===== config.mk =====
export PLATFORM = sky130hd
export DESIGN_NAME = cga_vga_top
export DESIGN_NICKNAME = d
export VERILOG_FILES = /design/src/hw/cga_pkg.sv /design/src/hw/cga_timing.sv /design/src/hw/cga_vram.sv /design/src/hw/cga_pixel_fetch.sv /design/src/hw/cga_color_select.sv /design/src/hw/cga_vgaport.sv /design/src/hw/cga_vga_top.sv
export VERILOG_INCLUDE_DIRS = /design/src /design/src/hw
export SDC_FILE = /design/constraint.sdc
export NUM_CORES = 1
export LEC_CHECK = 0
export ABC_AREA = 1
export BUFFER_PORTS_ARGS = -buffer_cell sky130_fd_sc_hd__buf_4
export CORE_UTILIZATION = 25
export CTS_CLUSTER_DIAMETER = 150
export DETAILED_ROUTE_END_ITERATION = 7
export PLACE_DENSITY_LB_ADDON = 0.15
export SLEW_MARGIN = 15
export SYNTH_ARGS = -nofsm -noshare
export SYNTH_HDL_FRONTEND = slang
export SYNTH_HIERARCHICAL = 1
export SYNTH_SLANG_ARGS = --single-unit

===== constraint.sdc =====
create_clock -name clk -period 2.9 [get_ports clk]
set_clock_uncertainty 0.05 [all_clocks]
set_input_delay 0.29 -clock clk [delete_from_list [all_inputs] [get_ports clk]]
set_output_delay 0.29 -clock clk [all_outputs]
set_load 0.005 [all_outputs]

===== src/hw/cga_params.svh =====
// CGA-to-VGA shared sizes
// Frame timing, sync positions, counter and RAM widths, pipeline depth
// All counts are in pixels (horizontal) or lines (vertical)

`ifndef CGA_PARAMS_SVH
`define CGA_PARAMS_SVH

// Horizontal timing in pixel clocks
`define CGA_H_ACTIVE    32
`define CGA_H_TOTAL     40
`define CGA_HSYNC_START 34
`define CGA_HSYNC_END   37

// Vertical timing in lines
`define CGA_V_ACTIVE    8
`define CGA_V_TOTAL     12
`define CGA_VSYNC_START 9
`define CGA_VSYNC_END   10

// Counter widths
`define CGA_HW          6
`define CGA_VW          4

// 64-byte video RAM
`define CGA_VRAM_AW     6

// Scan position to RGB output, in cycles
`define CGA_PIPE_DEPTH  3

`endif


===== src/hw/cga_pkg.sv =====
// CGA-to-VGA package
// Enumerated types for video mode, lo-res palette and scan region

package cga_pkg;

    // Graphics mode from the mode register
    typedef enum logic {
        MODE_LORES = 1'b0,  // 2 bpp, palette driven
        MODE_HIRES = 1'b1   // 1 bpp, foreground color
    } cga_mode_e;

    // Lo-res palette select
    typedef enum logic {
        PAL_GRN_RED_BRN = 1'b0,
        PAL_CYN_MAG_WHT = 1'b1
    } cga_palette_e;

    // Region of a horizontal or vertical scan
    typedef enum logic [1:0] {
        REG_ACTIVE = 2'd0,
        REG_FRONT  = 2'd1,
        REG_SYNC   = 2'd2,
        REG_BACK   = 2'd3
    } cga_region_e;

endpackage


===== src/hw/cga_timing.sv =====
// CGA scan timing
// Horizontal and vertical counters with region state machines,
// active-area flag, and active-low syncs delayed to line up with de

`timescale 1ns/1ps

`include "cga_params.svh"

module cga_timing (
    input  logic                clk,
    input  logic                rst_n,
    output logic [`CGA_HW-1:0]  hpos,
    output logic [`CGA_VW-1:0]  vpos,
    output logic                active,
    output logic                hsync,
    output logic                vsync
);
    import cga_pkg::*;

    cga_region_e h_state;
    cga_region_e v_state;
    cga_region_e h_next;
    cga_region_e v_next;
    logic        h_last;
    logic        v_last;
    logic        hs_raw;
    logic        vs_raw;
    logic [`CGA_PIPE_DEPTH-1:0] hs_pipe;
    logic [`CGA_PIPE_DEPTH-1:0] vs_pipe;

    // Region advance, shared by both axes
    // State moves on the last count of each region
    function automatic cga_region_e region_next(
        input cga_region_e state,
        input int          pos,
        input int          act_len,
        input int          sync_start,
        input int          sync_end,
        input int          total
    );
        region_next = state;
        case (state)
            REG_ACTIVE: if (pos == act_len - 1)    region_next = REG_FRONT;
            REG_FRONT:  if (pos == sync_start - 1) region_next = REG_SYNC;
            REG_SYNC:   if (pos == sync_end - 1)   region_next = REG_BACK;
            REG_BACK:   if (pos == total - 1)      region_next = REG_ACTIVE;
        endcase
    endfunction

    assign h_last = (hpos == `CGA_HW'(`CGA_H_TOTAL - 1));
    assign v_last = (vpos == `CGA_VW'(`CGA_V_TOTAL - 1));

    assign h_next = region_next(h_state, int'(hpos), `CGA_H_ACTIVE,
                                `CGA_HSYNC_START, `CGA_HSYNC_END, `CGA_H_TOTAL);
    assign v_next = region_next(v_state, int'(vpos), `CGA_V_ACTIVE,
                                `CGA_VSYNC_START, `CGA_VSYNC_END, `CGA_V_TOTAL);

    always_ff @(posedge clk) begin
        if (!rst_n) begin
            hpos    <= '0;
            vpos    <= '0;
            h_state <= REG_ACTIVE;
            v_state <= REG_ACTIVE;
        end else begin
            hpos    <= h_last ? '0 : hpos + 1'b1;
            h_state <= h_next;
            // Vertical steps once per line
            if (h_last) begin
                vpos    <= v_last ? '0 : vpos + 1'b1;
                v_state <= v_next;
            end
        end
    end

    assign active = (h_state == REG_ACTIVE) && (v_state == REG_ACTIVE);

    // Raw syncs, low during the sync region
    assign hs_raw = (h_state != REG_SYNC);
    assign vs_raw = (v_state != REG_SYNC);

    // Delay line matching fetch, color and DAC stages
    always_ff @(posedge clk) begin
        if (!rst_n) begin
            hs_pipe <= '1;
            vs_pipe <= '1;
        end else begin
            hs_pipe <= {hs_pipe[`CGA_PIPE_DEPTH-2:0], hs_raw};
            vs_pipe <= {vs_pipe[`CGA_PIPE_DEPTH-2:0], vs_raw};
        end
    end

    assign hsync = hs_pipe[`CGA_PIPE_DEPTH-1];
    assign vsync = vs_pipe[`CGA_PIPE_DEPTH-1];

endmodule


===== src/hw/cga_vram.sv =====
// CGA video RAM
// Byte-wide frame store, one write port for the host
// and one registered read port for scan-out

`timescale 1ns/1ps

`include "cga_params.svh"

module cga_vram (
    input  logic                    clk,
    input  logic                    wr_en,
    input  logic [`CGA_VRAM_AW-1:0] wr_addr,
    input  logic [7:0]              wr_data,
    input  logic [`CGA_VRAM_AW-1:0] rd_addr,
    output logic [7:0]              rd_data
);

    // 64 bytes covers one lo-res frame
    logic [7:0] mem [0:(1 << `CGA_VRAM_AW)-1];

    // Host write, any cycle
    always_ff @(posedge clk) begin
        if (wr_en) begin
            mem[wr_addr] <= wr_data;
        end
    end

    // Scan read, one cycle latency
    // Same-address write shows up on the following read
    always_ff @(posedge clk) begin
        rd_data <= mem[rd_addr];
    end

endmodule


===== src/hw/cga_pixel_fetch.sv =====
// CGA pixel fetch (decode stage)
// Forms the video RAM byte address from the scan position,
// then picks the current pixel's bits out of the returned byte
// Lo-res packs 4 pixels per byte, hi-res 8, leftmost in the MSBs

`timescale 1ns/1ps

`include "cga_params.svh"

module cga_pixel_fetch (
    input  logic                    clk,
    input  logic                    rst_n,
    input  cga_pkg::cga_mode_e      mode,
    input  logic [`CGA_HW-1:0]      hpos,
    input  logic [`CGA_VW-1:0]      vpos,
    input  logic                    active,
    output logic [`CGA_VRAM_AW-1:0] rd_addr,
    input  logic [7:0]              rd_data,
    output logic [1:0]              pix_bits,
    output logic                    pix_active
);
    import cga_pkg::*;

    logic [`CGA_VRAM_AW-1:0] lores_addr;
    logic [`CGA_VRAM_AW-1:0] hires_addr;
    logic [2:0]              pos_q;
    logic                    active_q;
    logic [1:0]              lores_bits;
    logic                    hires_bit;

    // Lo-res: y * bytes per line + x / 4
    assign lores_addr = `CGA_VRAM_AW'(vpos * (`CGA_H_ACTIVE / 4) + hpos / 4);

    // Hi-res: y * bytes per line + x / 8
    assign hires_addr = `CGA_VRAM_AW'(vpos * (`CGA_H_ACTIVE / 8) + hpos / 8);

    // Address goes to the RAM in the same cycle
    always_comb begin
        case (mode)
            MODE_LORES: rd_addr = lores_addr;
            MODE_HIRES: rd_addr = hires_addr;
            default:    rd_addr = lores_addr;
        endcase
    end

    // Position within the byte, aligned with rd_data
    always_ff @(posedge clk) begin
        pos_q <= hpos[2:0];
    end

    // Active flag follows the same cycle of delay
    always_ff @(posedge clk) begin
        if (!rst_n) begin
            active_q <= 1'b0;
        end else begin
            active_q <= active;
        end
    end

    // Lo-res: position 0 takes bits 7:6, position 3 takes bits 1:0
    assign lores_bits = rd_data[{~pos_q[1:0], 1'b0} +: 2];

    // Hi-res: position 0 takes bit 7
    assign hires_bit = rd_data[~pos_q];

    always_comb begin
        case (mode)
            MODE_LORES: pix_bits = lores_bits;
            // Single bit sits in bit 0
            MODE_HIRES: pix_bits = {1'b0, hires_bit};
            default:    pix_bits = lores_bits;
        endcase
    end

    assign pix_active = active_q;

endmodule


===== src/hw/cga_color_select.sv =====
// CGA color select (execute stage)
// Maps raw pixel bits to a 4-bit IRGB color index using the
// mode, palette, intensity and color register levels

`timescale 1ns/1ps

`include "cga_params.svh"

module cga_color_select (
    input  logic                   clk,
    input  logic                   rst_n,
    input  cga_pkg::cga_mode_e     mode,
    input  cga_pkg::cga_palette_e  palette,
    input  logic                   intensity,
    input  logic [3:0]             color,
    input  logic [1:0]             pix_bits,
    input  logic                   pix_active,
    output logic [3:0]             color_idx,
    output logic                   idx_active
);
    import cga_pkg::*;

    logic       pal_sel;
    logic [3:0] idx_next;

    // Palette 1 sets the blue bit, turning green/red/brown
    // into cyan/magenta/white
    assign pal_sel = (palette == PAL_CYN_MAG_WHT);

    always_comb begin
        case (mode)
            MODE_LORES: begin
                // Pixel value 0 shows the background color
                if (pix_bits == 2'b00) begin
                    idx_next = color;
                end else begin
                    // Values 1..3 become G, R, RG (plus B on palette 1)
                    idx_next = {intensity, pix_bits, pal_sel};
                end
            end
            MODE_HIRES: begin
                // Background always black, foreground from color reg
                idx_next = pix_bits[0] ? color : 4'h0;
            end
            default: begin
                idx_next = 4'h0;
            end
        endcase
    end

    // Index register
    always_ff @(posedge clk) begin
        color_idx <= idx_next;
    end

    // Valid flag tracks the index
    always_ff @(posedge clk) begin
        if (!rst_n) begin
            idx_active <= 1'b0;
        end else begin
            idx_active <= pix_active;
        end
    end

endmodule


===== src/hw/cga_vgaport.sv =====
// CGA DAC output port (result stage)
// Converts a 4-bit IRGB index to RGB666 through the CGA color table
// and blanks outside the active area

`timescale 1ns/1ps

`include "cga_params.svh"

module cga_vgaport (
    input  logic       clk,
    input  logic       rst_n,
    input  logic [3:0] color_idx,
    input  logic       idx_active,
    output logic [5:0] red,
    output logic [5:0] green,
    output logic [5:0] blue,
    output logic       de
);

    logic [17:0] dac_rgb;

    // Packed as {red, green, blue}
    // Normal level 2A, bright adds 15
    always_comb begin
        case (color_idx)
            4'h0: dac_rgb = {6'h00, 6'h00, 6'h00};
            4'h1: dac_rgb = {6'h00, 6'h00, 6'h2A};
            4'h2: dac_rgb = {6'h00, 6'h2A, 6'h00};
            4'h3: dac_rgb = {6'h00, 6'h2A, 6'h2A};
            4'h4: dac_rgb = {6'h2A, 6'h00, 6'h00};
            4'h5: dac_rgb = {6'h2A, 6'h00, 6'h2A};
            // Dark yellow gets half green, giving brown
            4'h6: dac_rgb = {6'h2A, 6'h15, 6'h00};
            4'h7: dac_rgb = {6'h2A, 6'h2A, 6'h2A};
            4'h8: dac_rgb = {6'h15, 6'h15, 6'h15};
            4'h9: dac_rgb = {6'h15, 6'h15, 6'h3F};
            4'hA: dac_rgb = {6'h15, 6'h3F, 6'h15};
            4'hB: dac_rgb = {6'h15, 6'h3F, 6'h3F};
            4'hC: dac_rgb = {6'h3F, 6'h15, 6'h15};
            4'hD: dac_rgb = {6'h3F, 6'h15, 6'h3F};
            4'hE: dac_rgb = {6'h3F, 6'h3F, 6'h15};
            4'hF: dac_rgb = {6'h3F, 6'h3F, 6'h3F};
            default: dac_rgb = 18'h0;
        endcase
    end

    // Output register, black outside the active area
    always_ff @(posedge clk) begin
        if (!rst_n) begin
            red   <= 6'h00;
            green <= 6'h00;
            blue  <= 6'h00;
            de    <= 1'b0;
        end else begin
            de <= idx_active;
            if (idx_active) begin
                {red, green, blue} <= dac_rgb;
            end else begin
                red   <= 6'h00;
                green <= 6'h00;
                blue  <= 6'h00;
            end
        end
    end

endmodule


===== src/hw/cga_vga_top.sv =====
// CGA-to-VGA top level
// Host-written video RAM scanned out through fetch, color select
// and DAC stages, with syncs delayed to match

`timescale 1ns/1ps

`include "cga_params.svh"

module cga_vga_top (
    input  logic                    clk,
    input  logic                    rst_n,
    input  logic                    wr_en,
    input  logic [`CGA_VRAM_AW-1:0] wr_addr,
    input  logic [7:0]              wr_data,
    input  cga_pkg::cga_mode_e      mode,
    input  cga_pkg::cga_palette_e   palette,
    input  logic                    intensity,
    input  logic [3:0]              color,
    output logic [5:0]              red,
    output logic [5:0]              green,
    output logic [5:0]              blue,
    output logic                    hsync,
    output logic                    vsync,
    output logic                    de
);

    // Scan position, cycle t
    logic [`CGA_HW-1:0]      hpos;
    logic [`CGA_VW-1:0]      vpos;
    logic                    active;

    // RAM read path
    logic [`CGA_VRAM_AW-1:0] rd_addr;
    logic [7:0]              rd_data;

    // Stage outputs, t+1 and t+2
    logic [1:0]              pix_bits;
    logic                    pix_active;
    logic [3:0]              color_idx;
    logic                    idx_active;

    cga_timing u_timing (
        .clk    (clk),
        .rst_n  (rst_n),
        .hpos   (hpos),
        .vpos   (vpos),
        .active (active),
        .hsync  (hsync),
        .vsync  (vsync)
    );

    cga_vram u_vram (
        .clk     (clk),
        .wr_en   (wr_en),
        .wr_addr (wr_addr),
        .wr_data (wr_data),
        .rd_addr (rd_addr),
        .rd_data (rd_data)
    );

    cga_pixel_fetch u_fetch (
        .clk        (clk),
        .rst_n      (rst_n),
        .mode       (mode),
        .hpos       (hpos),
        .vpos       (vpos),
        .active     (active),
        .rd_addr    (rd_addr),
        .rd_data    (rd_data),
        .pix_bits   (pix_bits),
        .pix_active (pix_active)
    );

    cga_color_select u_color (
        .clk        (clk),
        .rst_n      (rst_n),
        .mode       (mode),
        .palette    (palette),
        .intensity  (intensity),
        .color      (color),
        .pix_bits   (pix_bits),
        .pix_active (pix_active),
        .color_idx  (color_idx),
        .idx_active (idx_active)
    );

    cga_vgaport u_vgaport (
        .clk        (clk),
        .rst_n      (rst_n),
        .color_idx  (color_idx),
        .idx_active (idx_active),
        .red        (red),
        .green      (green),
        .blue       (blue),
        .de         (de)
    );

endmodule


==> results by group, run 1 <==
Status
  • Status: finished clean

Detailed routing
  • Initial DRC count: roughly 1200
  • DRT Wirelength: 67.9 mm
  • Vias per cell: 4.45
  • Vias: roughly 15000
  • WL per Instance: 19.7 um
  • Antenna viol nets, final: 0
  • DR pass1 iterations: 5
  • DRC: 0

Worst setup path
  • Worst-path cell chain: inv_1 -> o21ai_4 -> buf_4 -> buf_4 -> nand3_1 -> nand2_1 -> nand2_1 -> nand3_1 -> nand3_1 -> nand2_1
  • Worst setup path class: flip-flop to flip-flop
  • Launch point of the worst reg-to-reg path: u_timing/hpos[4]
  • Worst path slowest cell: o21ai_4
  • R2R setup slack: 0.29 ns
  • CP required: about 3.4 ns
  • Crit-path max FO: 25
  • CP bufs+invs: 3
  • Reg2Reg Depth: 10
  • Critical path startpoint category: flip-flop
  • Worst EP arrival: roughly 3.1 ns
  • Worst setup EP type: flip-flop
  • Family with the most delay on the worst path: buffers and inverters
  • RR Endpoint: u_vram/rd_data[3]
  • Max stage delay on crit path: 0.51 ns

Global route
  • First-pass GRT wire length: 102 mm
  • Antenna violations before repair: 2
  • GRT overflow: 0
  • Vias in the first global route: 15400
  • Tot GR Track Use: 14.4%
  • Largest net degree at the start of global routing: 89

Logic synthesis
  • Netlist cell types: 36
  • Sequential fraction of the synthesis area: 69.7%
  • Syn. warnings: 6
  • Mapped Avg Cell Area: 11.2 um2
  • EDFF count, synth: 512
  • Synth Register Bits: 555
  • Syn_nets: 2115
  • Ys async rst share: 0%
  • Synthesized area: ~23000 um2
  • Mapped Cells: 2075
  • Post-synth top flop: edfxtp_1

Cells and area
  • Total Nets Final: 2196
  • Area grow syn2layout: 17.2%
  • # diodes: 0
  • Fraction of layout cells with a size suffix above 1: 11.6%

Power and ir drop
  • Comb pwr share: 4.1%
  • Leak: between 9 and 10 nW
  • Sequential share of power: between 50% and 60%
  • Total power: 17.7 mW
  • Sw frac: a little over a fifth
  • Clock power frac: 45.8%
  • Cell Pwr Density: approximately 650 nW/um2
  • Internal power: 13.9 mW
  • Worst IR drop on VDD: 0.369 mV
  • Net Switching: around 3.8 mW

Floorplanning
  • Die area: 94400 um2
  • Placeable core area: 91900 um2
  • Num ports: 45
  • Horiz. Die Dim: 307 um
  • Initial core utilization: 25.3%
  • # rows: about 110
  • Die H: around 310 um

Clock tree
  • Clock slew at reported path FFs: 0.06 ns
  • Root buffer cell: clkbuf_16
  • Clock buffer count from CTS: 66
  • Post-CTS sizing: 0
  • H-tree depth: 3
  • Sink Count: around 560
  • Clock tree from TritonCTS: yes
  • Worst-Skew Late Latency: approximately 0.59 ns
  • Max Root-Sink Buffers: 3

STA
  • Final cycle utilization of the critical path: 90.1%
  • Tmin final: 2.61 ns
  • Max Slew Vio Count: 0
  • Fin. Hold Viols: 0
  • Final number of setup-violating endpoints: 0
  • Max-slew headroom: 36.4%
  • RSZ-0062 raised after global routing: false
  • Fmax: 0.383 GHz
  • Post-Route Setup TNS: 0 ns
  • Worst-Margin Slew: 0.954 ns

Place
  • Routability Congestion: 0.781
  • HPWL Detailed: between 40 and 50 mm
  • PortBufs: 44

Min path
  • Min-Delay Path Class: input pin to flip-flop
  • Hold depth: 4
  • HP Start: mode
  • Worst Hold Path EP: u_color/color_idx[2]

Run
  • Max Cap Viol: 0
==> cell usage after synthesis, types with 5 or more instances <==
cell,instances,area (um2)
a21oi_1,7,35.0
buf_1,10,37.5
buf_2,38,190
buf_4,27,203
buf_6,35,394
clkbuf_1,15,56.3
dfxtp_1,43,861
edfxtp_1,512,15400
ha_1,16,200
inv_1,45,169
inv_2,6,22.5
nand2_1,720,2700
nand2_2,6,37.5
nand3_1,461,2310
nand4_1,9,56.3
nor2_1,80,300
nor4_1,8,50.1
o21ai_0,5,25.0
or2_2,5,31.3
==> logic make-up (layout without fill, tap and decap cells) <==
| family | after synthesis | after routing | synth area share, % |
|---|---|---|---|
| and+or+nand+nor | 1301 | 1301 | 24.0 |
| DFF | 555 | 555 | 69.7 |
| buffers and inverters | 182 | 310 | 4.90 |
| AOI/OAI and AO/OA | 18 | 18 | 0.440 |
| adders and majority gates | 16 | 16 | 0.859 |
| xor gates and xnor gates | 3 | 3 | 0.113 |
==> final cells by class <==
class                           instances  area (um2)
Inverter                               54         214
Timing Repair Buffer                  141        1260
Clock buffer                           89        1860
Fill cell                            9510       64600
Sequential cell                       555       16200
Tap cell                             1243        1560
Multi-Input combinational cell       1338        5950
Clock inverter                         26         233
==> metal layers <==
metal	global-route usage, %	up-vias	share of wire, %
li1	-	7336	-
met1	20.0	7576	47
met2	23.3	346	46
met3	2.18	85	4.6
met4	3.90	0	1.8
met5	0	-	0
==> timing repair <==
action / 4_1_cts / 5_1_grt
setup buffers: 0 / 0
hold endpoints to repair: 14 / 0
hold buffers: 7 / 0
==> worst max-delay path by stage <==
stage                         to        startpoint  cells after the start
2_1_floorplan  u_vram/mem[48][0]             wr_en                      3
3_3_place_gp   u_vram/rd_data[3]  u_timing/hpos[4]                     10
3_5_place_dp   u_vram/rd_data[3]  u_timing/hpos[4]                     10
4_1_cts        u_vram/rd_data[3]  u_timing/hpos[4]                     10
5_1_grt        u_vram/rd_data[6]  u_timing/hpos[4]                     10
6_report       u_vram/rd_data[3]  u_timing/hpos[4]                     10
==> metrics by stage <==
| stage | hold WS [ns] | util, % | area (um2) | worst slack, ns | cells |
|---|---|---|---|---|---|
| CTS | 0.0198 | 29.7 | 27300 | 0.205 | 3446 |
| floorplan | 0.318 | - | 23300 | 0.794 | 2075 |
| finish | 0.0582 | 29.7 | 27300 | 0.288 | 3446 |
| global route | 0.0942 | 29.7 | 27300 | 0.112 | 3446 |
| detailed placement | 0.341 | 27.4 | 25200 | 0.234 | 3324 |
| global placement | 0.339 | 27.4 | 25200 | 0.247 | 3324 |
==> sequential cells by signal (all words and copies together) (netlist names), 3 cells and up <==
register           cells
u_timing/hpos          6
u_timing/hs_pipe       3
u_timing/vpos          4
u_color/color_idx      4
u_fetch/pos_q          3
u_vram/mem           512
u_vram/rd_data         8
u_timing/vs_pipe       3
==> worst register-to-register path, cell delays in order (launching register included) <==
cell and delay [ns]:
dfxtp_1 0.46, inv_1 0.16, o21ai_4 0.51, buf_4 0.48
buf_4 0.26, nand3_1 0.18, nand2_1 0.12, nand2_1 0.07
nand3_1 0.10, nand3_1 0.08, nand2_1 0.08
==> layout by cell type, fill, tap and decap left out, types with 8 or more instances in the layout <==
cell       instances
nand3_1          461
nand4_1            9
clkbuf_1          16
nor4_1             8
clkbuf_16         71
ha_1              16
nand2_1          719
inv_1             44
edfxtp_1         512
nor2_1            80
buf_4            119
clkinv_2          10
buf_12            15
dfxtp_1           43
clkinv_1           9
==> power groups by stage <==
stage               sequential (mW)  clock (mW)  combinational (mW)
floorplan                      9.02           0               0.398
global placement               9.02           0               0.733
detailed placement             9.03           0               0.738
CTS                            8.86        8.37               0.751
global route                   8.86        8.67               0.821
finish                         8.86        8.12               0.731
Power figures use the tool's default switching activity.
==> run 2: changes to the inputs <==
CORE_UTILIZATION = 45   (was 25)
==> results by group, run 2 (synthesized netlist as in run 1, its figures left out) <==
Worst setup path
  • CP required: 3.36 ns
  • Worst setup EP type: flip-flop
  • Worst EP arrival: 2.98 ns
  • Crit-path max FO: 16
  • Critical path startpoint category: flip-flop
  • Worst setup path class: flip-flop to flip-flop

Clock tree
  • Post-CTS sizing: 0
  • Clock buffer count from CTS: 60
  • Max Root-Sink Buffers: 3
  • Sink Count: ~560
  • Clock slew at reported path FFs: 0.06 ns
  • Worst-Skew Late Latency: 0.62 ns
  • Root buffer cell: clkbuf_16
  • Clock tree from TritonCTS: yes
  • H-tree depth: 2

Global route
  • GRT overflow: 0
  • First-pass GRT wire length: 93.0 mm
  • Vias in the first global route: 15000
  • Largest net degree at the start of global routing: about 120
  • Tot GR Track Use: 23.5%
  • Antenna violations before repair: 1

Power and ir drop
  • Worst IR drop on VDD: approximately 0.47 mV
  • Leak: 9.76 nW
  • Cell Pwr Density: 646 nW/um2
  • Sw frac: 21.3%
  • Clock power frac: between 40 and 50%
  • Internal power: 13.4 mW
  • Net Switching: 3.62 mW
  • Comb pwr share: 4.1%
  • Sequential share of power: 52.1%

Detailed routing
  • Vias: 15600
  • DRT Wirelength: 61.3 mm
  • Vias per cell: about 5.4
  • DR pass1 iterations: 7
  • Antenna viol nets, final: 0
  • DRC: 2
  • WL per Instance: 21.3 um
  • Initial DRC count: approximately 1300

STA
  • Fmax: 0.397 GHz
  • Post-Route Setup TNS: 0 ns
  • Fin. Hold Viols: 0
  • Max-slew headroom: 39.8%
  • Final cycle utilization of the critical path: between 80 and 90%
  • Final number of setup-violating endpoints: 0
  • Max Slew Vio Count: 0
  • Tmin final: 2.52 ns
  • Worst-Margin Slew: between 0.9 and 1 ns
  • Hold slack: 0.0599 ns
  • RSZ-0062 raised after global routing: false

Cells and area
  • Fraction of layout cells with a size suffix above 1: 11.0%
  • Cell area after layout: around 26000 um2
  • Total Nets Final: 2183
  • Area grow syn2layout: 13.0%
  • Most frequent cells in the layout: nand2_1, edfxtp_1, nand3_1
  • Seq. cell area: between 15000 and 20000 um2
  • Largest regs: u_vram/mem: 512 flops, u_vram/rd_data: 8 flops, u_timing/hpos: 6 flops
  • # fillers: 4553
  • Max FFs per register: 512
  • Reg with most FFs: u_vram/mem
  • Multi-input logic area: 5950 um2
  • # diodes: 0
  • Most common cell after layout, fill and taps aside: nand2_1

Floorplanning
  • Placeable core area: 51200 um2
  • Die H: 230 um
  • # rows: 83
  • Initial core utilization: a little under half
  • Die area: between 50000 and 60000 um2
  • Num ports: 45
  • Horiz. Die Dim: about 230 um

Min path
  • Min-Delay Path Class: input pin to flip-flop

Place
  • PortBufs: 44
  • Placed standard-cell area: approximately 24000 um2
  • Routability Congestion: 0.896
  • HPWL Detailed: 35.4 mm

Status
  • Failing checks: design-rule violations
  • Status: finished with violations

Run
  • Max Cap Viol: 0
==> run 2: changes by cell type in the layout (fill, tap and decap cells not counted), sizes merged <==
cell,previous run,this run
clkinv,19,22
buf,134,127
clkinvlp,1,4
inv,56,54
bufinv,4,6
clkbuf,89,77
==> run 2: final timing paths <==
kind                         start                    to  slack, ns  cells after the start
setup / recovery  u_timing/hpos[5]     u_vram/rd_data[4]       0.38                      9
hold / removal                mode  u_color/color_idx[2]       0.06                      4
setup reg to reg  u_timing/hpos[5]     u_vram/rd_data[4]       0.38                      9
hold reg to reg   u_timing/hpos[1]      u_fetch/pos_q[1]       0.35                      0
==> run 2: worst max-delay path: stages (launching register included) <==
cell and delay [ns]:
dfxtp_1 0.38, ha_1 0.24, ha_1 0.19, xor2_1 0.18, nand2_1 0.08, nand2_1 0.12
inv_1 0.56, nand3_1 0.36, nand3_1 0.19, nand2_1 0.06
==> run 2: metrics by stage <==
stage | power (mW) | instances | setup slack (ns) | utilization (%)
6_report | 17.0 | 2870 | 0.382 | 51.4
5_1_grt | 17.5 | 2870 | 0.244 | 51.4
4_1_cts | 17.1 | 2870 | 0.438 | 51.4
3_5_place_dp | 9.72 | 2754 | 0.451 | 47.6
3_3_place_gp | 9.70 | 2754 | 0.477 | 47.6
2_1_floorplan | 9.41 | 2075 | 0.794 | -
==> run 2: power by group through the flow <==
stage	sequential [mW]	combinational [mW]	clock (mW)
after CTS	8.86	0.700	7.58
after floorplan	9.02	0.398	0
after global placement	9.03	0.669	0
final	8.86	0.694	7.45
after detailed placement	9.03	0.686	0
after global routing	8.87	0.773	7.86
==> run 2: layer usage <==
layer	wire length [um]	share of wire, %	track usage [%]
met2	29000	47	37.8
met3	4130	6.7	3.86
met5	12	0.020	0
met1	26600	43	32.6
met4	1510	2.5	7.42
==> run 2: area by class of cell <==
cell class                      count  share of cell area (%)
Multi-Input combinational cell   1338                    22.6
Inverter                           54                   0.813
Timing Repair Buffer              134                    4.46
Sequential cell                   555                    61.7
Clock inverter                     32                    1.18
Tap cell                          680                    3.23
Clock buffer                       77                    6.03
==> run 2: timing repair <==
item                                   in CTS  in global routing
hold buffers                                7                  0
buffers inserted                            0                  0
endpoints found under the hold margin      14                  0
==> run 3: changes to the inputs <==
ABC_AREA = unset   (was 1)
CORE_MARGIN = 1.5   (was unset)
==> results by group, run 3 <==
Place
  • Worst slack at placement: 0.0129 ns
  • Routability Congestion: 0.832
  • Placed standard-cell area: 23700 um2
  • Placed cell count: 1843
  • HPWL Detailed: 30.9 mm
  • PortBufs: 44

Cells and area
  • Reg with most FFs: u_vram/mem
  • Multi-input logic area: 5380 um2
  • Most frequent cells in the layout: edfxtp_1, buf_4, mux4_2
  • Total Nets Final: 1335
  • Fraction of layout cells with a size suffix above 1: slightly above 30%
  • Most common cell after layout, fill and taps aside: edfxtp_1
  • Utilization after layout: 53.5%
  • Cell area after layout: 25700 um2
  • Seq. cell area: 16200 um2
  • Largest regs: u_vram/mem: 512 flops, u_vram/rd_data: 8 flops, u_timing/hpos: 6 flops
  • Area grow syn2layout: 16.4%
  • # diodes: 0
  • Max FFs per register: 512
  • Final Non-Filler Cells: 1955
  • # fillers: 3801

Floorplanning
  • Initial core utilization: 45.9%
  • Placeable core area: 48000 um2
  • Num ports: 45
  • # rows: 80
  • Horiz. Die Dim: 224 um
  • Die area: 50400 um2
  • Die H: 224 um

STA
  • Max Slew Vio Count: 0
  • Final WS setup: 0.0928 ns
  • Tmin final: 2.81 ns
  • Max-slew headroom: between 40% and 50%
  • Fin. Hold Viols: 0
  • RSZ-0062 raised after global routing: false
  • Final number of setup-violating endpoints: 0
  • Final cycle utilization of the critical path: between 90% and 100%
  • Fmax: 0.356 GHz
  • Worst-Margin Slew: 0.771 ns

Logic synthesis
  • Netlist cell types: 63
  • Top post-synthesis cells by count: edfxtp_1, mux4_2, nor2_1
  • Most common cell in the netlist: edfxtp_1
  • Ys async rst share: 0%
  • Synth top area share: 69.7%
  • Syn_nets: 1173
  • Synth top area cells: edfxtp_1, mux4_2, dfxtp_1, mux2i_1, nor2_1
  • Mapped Cells: roughly 1100
  • Synth Register Bits: 555
  • Post-synth top area cell: edfxtp_1
  • Synthesized area: 22100 um2
  • Post-synth top flop: edfxtp_1
  • Syn. warnings: 6
  • EDFF count, synth: 512
  • Sequential fraction of the synthesis area: 73.6%
  • Mapped Avg Cell Area: slightly below 20 um2

Detailed routing
  • WL per Instance: roughly 25 um
  • DRT Wirelength: 49.3 mm
  • Antenna viol nets, final: 0
  • DR pass1 iterations: 5
  • Vias per cell: 5.70
  • Initial DRC count: 955
  • DRC: 0
  • Vias: 11100

Clock tree
  • Root buffer cell: clkbuf_16
  • Worst-Skew Late Latency: approximately 0.62 ns
  • H-tree depth: 2
  • Clock buffer count from CTS: 56
  • Sink Count: 555
  • Max Root-Sink Buffers: 3
  • Clock slew at reported path FFs: 0.06 ns
  • Clock tree from TritonCTS: yes

Worst setup path
  • Worst setup path class: flip-flop to flip-flop
  • Max stage delay on crit path: 0.38 ns
  • R2R setup slack: 0.09 ns
  • Worst path slowest cell: mux2_2
  • Critical path startpoint category: flip-flop
  • Crit-path max FO: 13
  • Worst EP arrival: ~3.2 ns
  • CP bufs+invs: 1
  • RR Endpoint: u_vram/rd_data[4]
  • Setup crit end: u_vram/rd_data[4]
  • Family with the most delay on the worst path: simple AND/OR/NAND/NOR gates
  • Launch point of the worst reg-to-reg path: u_timing/hpos[5]
  • Reg2Reg Depth: 8
  • Worst-path cell chain: ha_1 -> ha_1 -> mux2_2 -> buf_12 -> nand2b_1 -> o221a_2 -> nor3_1 -> o32ai_1
  • Top cell by count, worst path: ha_1
  • CP required: 3.32 ns
  • Worst Setup SP: u_timing/hpos[5]
  • WP depth: 8
  • Worst setup EP type: flip-flop

Min path
  • HP Start: wr_addr[1]
  • Min-Delay Path Class: input pin to flip-flop

Status
  • Status: finished clean

Global route
  • GR Util met3: 3.58%
  • Antenna violations before repair: 0
  • Routing usage on met1: between 20 and 30%
  • Most Crowded Layer GR: met2
  • Largest net degree at the start of global routing: 65
  • GRT overflow: 0
  • Tot GR Track Use: 20.1%
  • M2 GR Usage: 32.3%
  • Vias in the first global route: 11400
  • First-pass GRT wire length: 74.0 mm

Power and ir drop
  • Leak: 8.21 nW
  • Worst IR drop on VDD: 0.557 mV
  • Cell Pwr Density: 648 nW/um2
  • Total power: around 17 mW

Run
  • Max Cap Viol: 0
run 3: changes by cell type after synthesis, moves of 27 or more:
cell / change
buf_2: -27
buf_6: -29
inv_1: -31
mux2i_1: +35
mux4_2: +128
nand2_1: -684
nand3_1: -443
run 3: where the power goes:
group / total (mW) / switching, mW / internal (mW)
Combinational: 0.572 / 0.341 / 0.231
Sequential: 8.85 / 0.0399 / 8.81
Clock: 7.21 / 2.96 / 4.25
run 3: worst register-to-register path, cell delays in order, from the launching register on:
cell and delay (ns):
dfxtp_1 0.34, ha_1 0.23, ha_1 0.29, mux2_2 0.38, buf_12 0.19, nand2b_1 0.35, o221a_2 0.37, nor3_1 0.31
o32ai_1 0.16
run 3: what timing repair did:
action / in CTS / in global routing
endpoints found under the hold margin: 14 / 0
hold buffers: 7 / 0
gates resized for setup: 0 / 3
buffers inserted: 0 / 1
setup endpoints to repair: 0 / 6
run 3: final cells by class:
cell class,count,area share [%]
timing repair buffer,172,5.44
tap,615,3.00
multi-input combinational,496,20.9
clock buffer,78,6.19
clock inverter,25,0.999
sequential,555,63.2
inverter,14,0.205
run 3: worst min-delay path by stage:
stage                                      end  slack, ns  depth (start not counted)
final                        u_vram/mem[49][2]       0.09                          2
after global routing         u_vram/mem[49][2]       0.08                          2
after CTS                 u_color/color_idx[1]       0.03                          3
after detailed placement      u_fetch/pos_q[1]       0.34                          0
after global placement     u_timing/vs_pipe[1]       0.34                          1
after floorplan            u_timing/hs_pipe[1]       0.31                          1
run 3: cells by family (layout without fill, tap and decap cells):
logic type,after synthesis,count (layout),synth area share (%)
xor+xnor,6,6,0.238
simple gates,214,214,4.69
mux,181,182,15.6
buf+inv,83,289,2.27
compound gates,78,78,2.68
flops,555,555,73.6
fa+ha+maj,16,16,0.907
run 3: metrics by stage:
| step | hold WS, ns | setup TNS [ns] |
|---|---|---|
| floorplan | 0.313 | 0 |
| global placement | 0.339 | -0.0768 |
| detailed placement | 0.343 | 0 |
| CTS | 0.0320 | 0 |
| global route | 0.0833 | 0 |
| finish | 0.0882 | 0 |
run 3: per-layer routing:
metal / share of wire, % / up-vias
met1: 45 / 5874
met3: 5.1 / 69
met4: 2.1 / 0
met2: 48 / 299
met5: 0 / -
li1: - / 4905
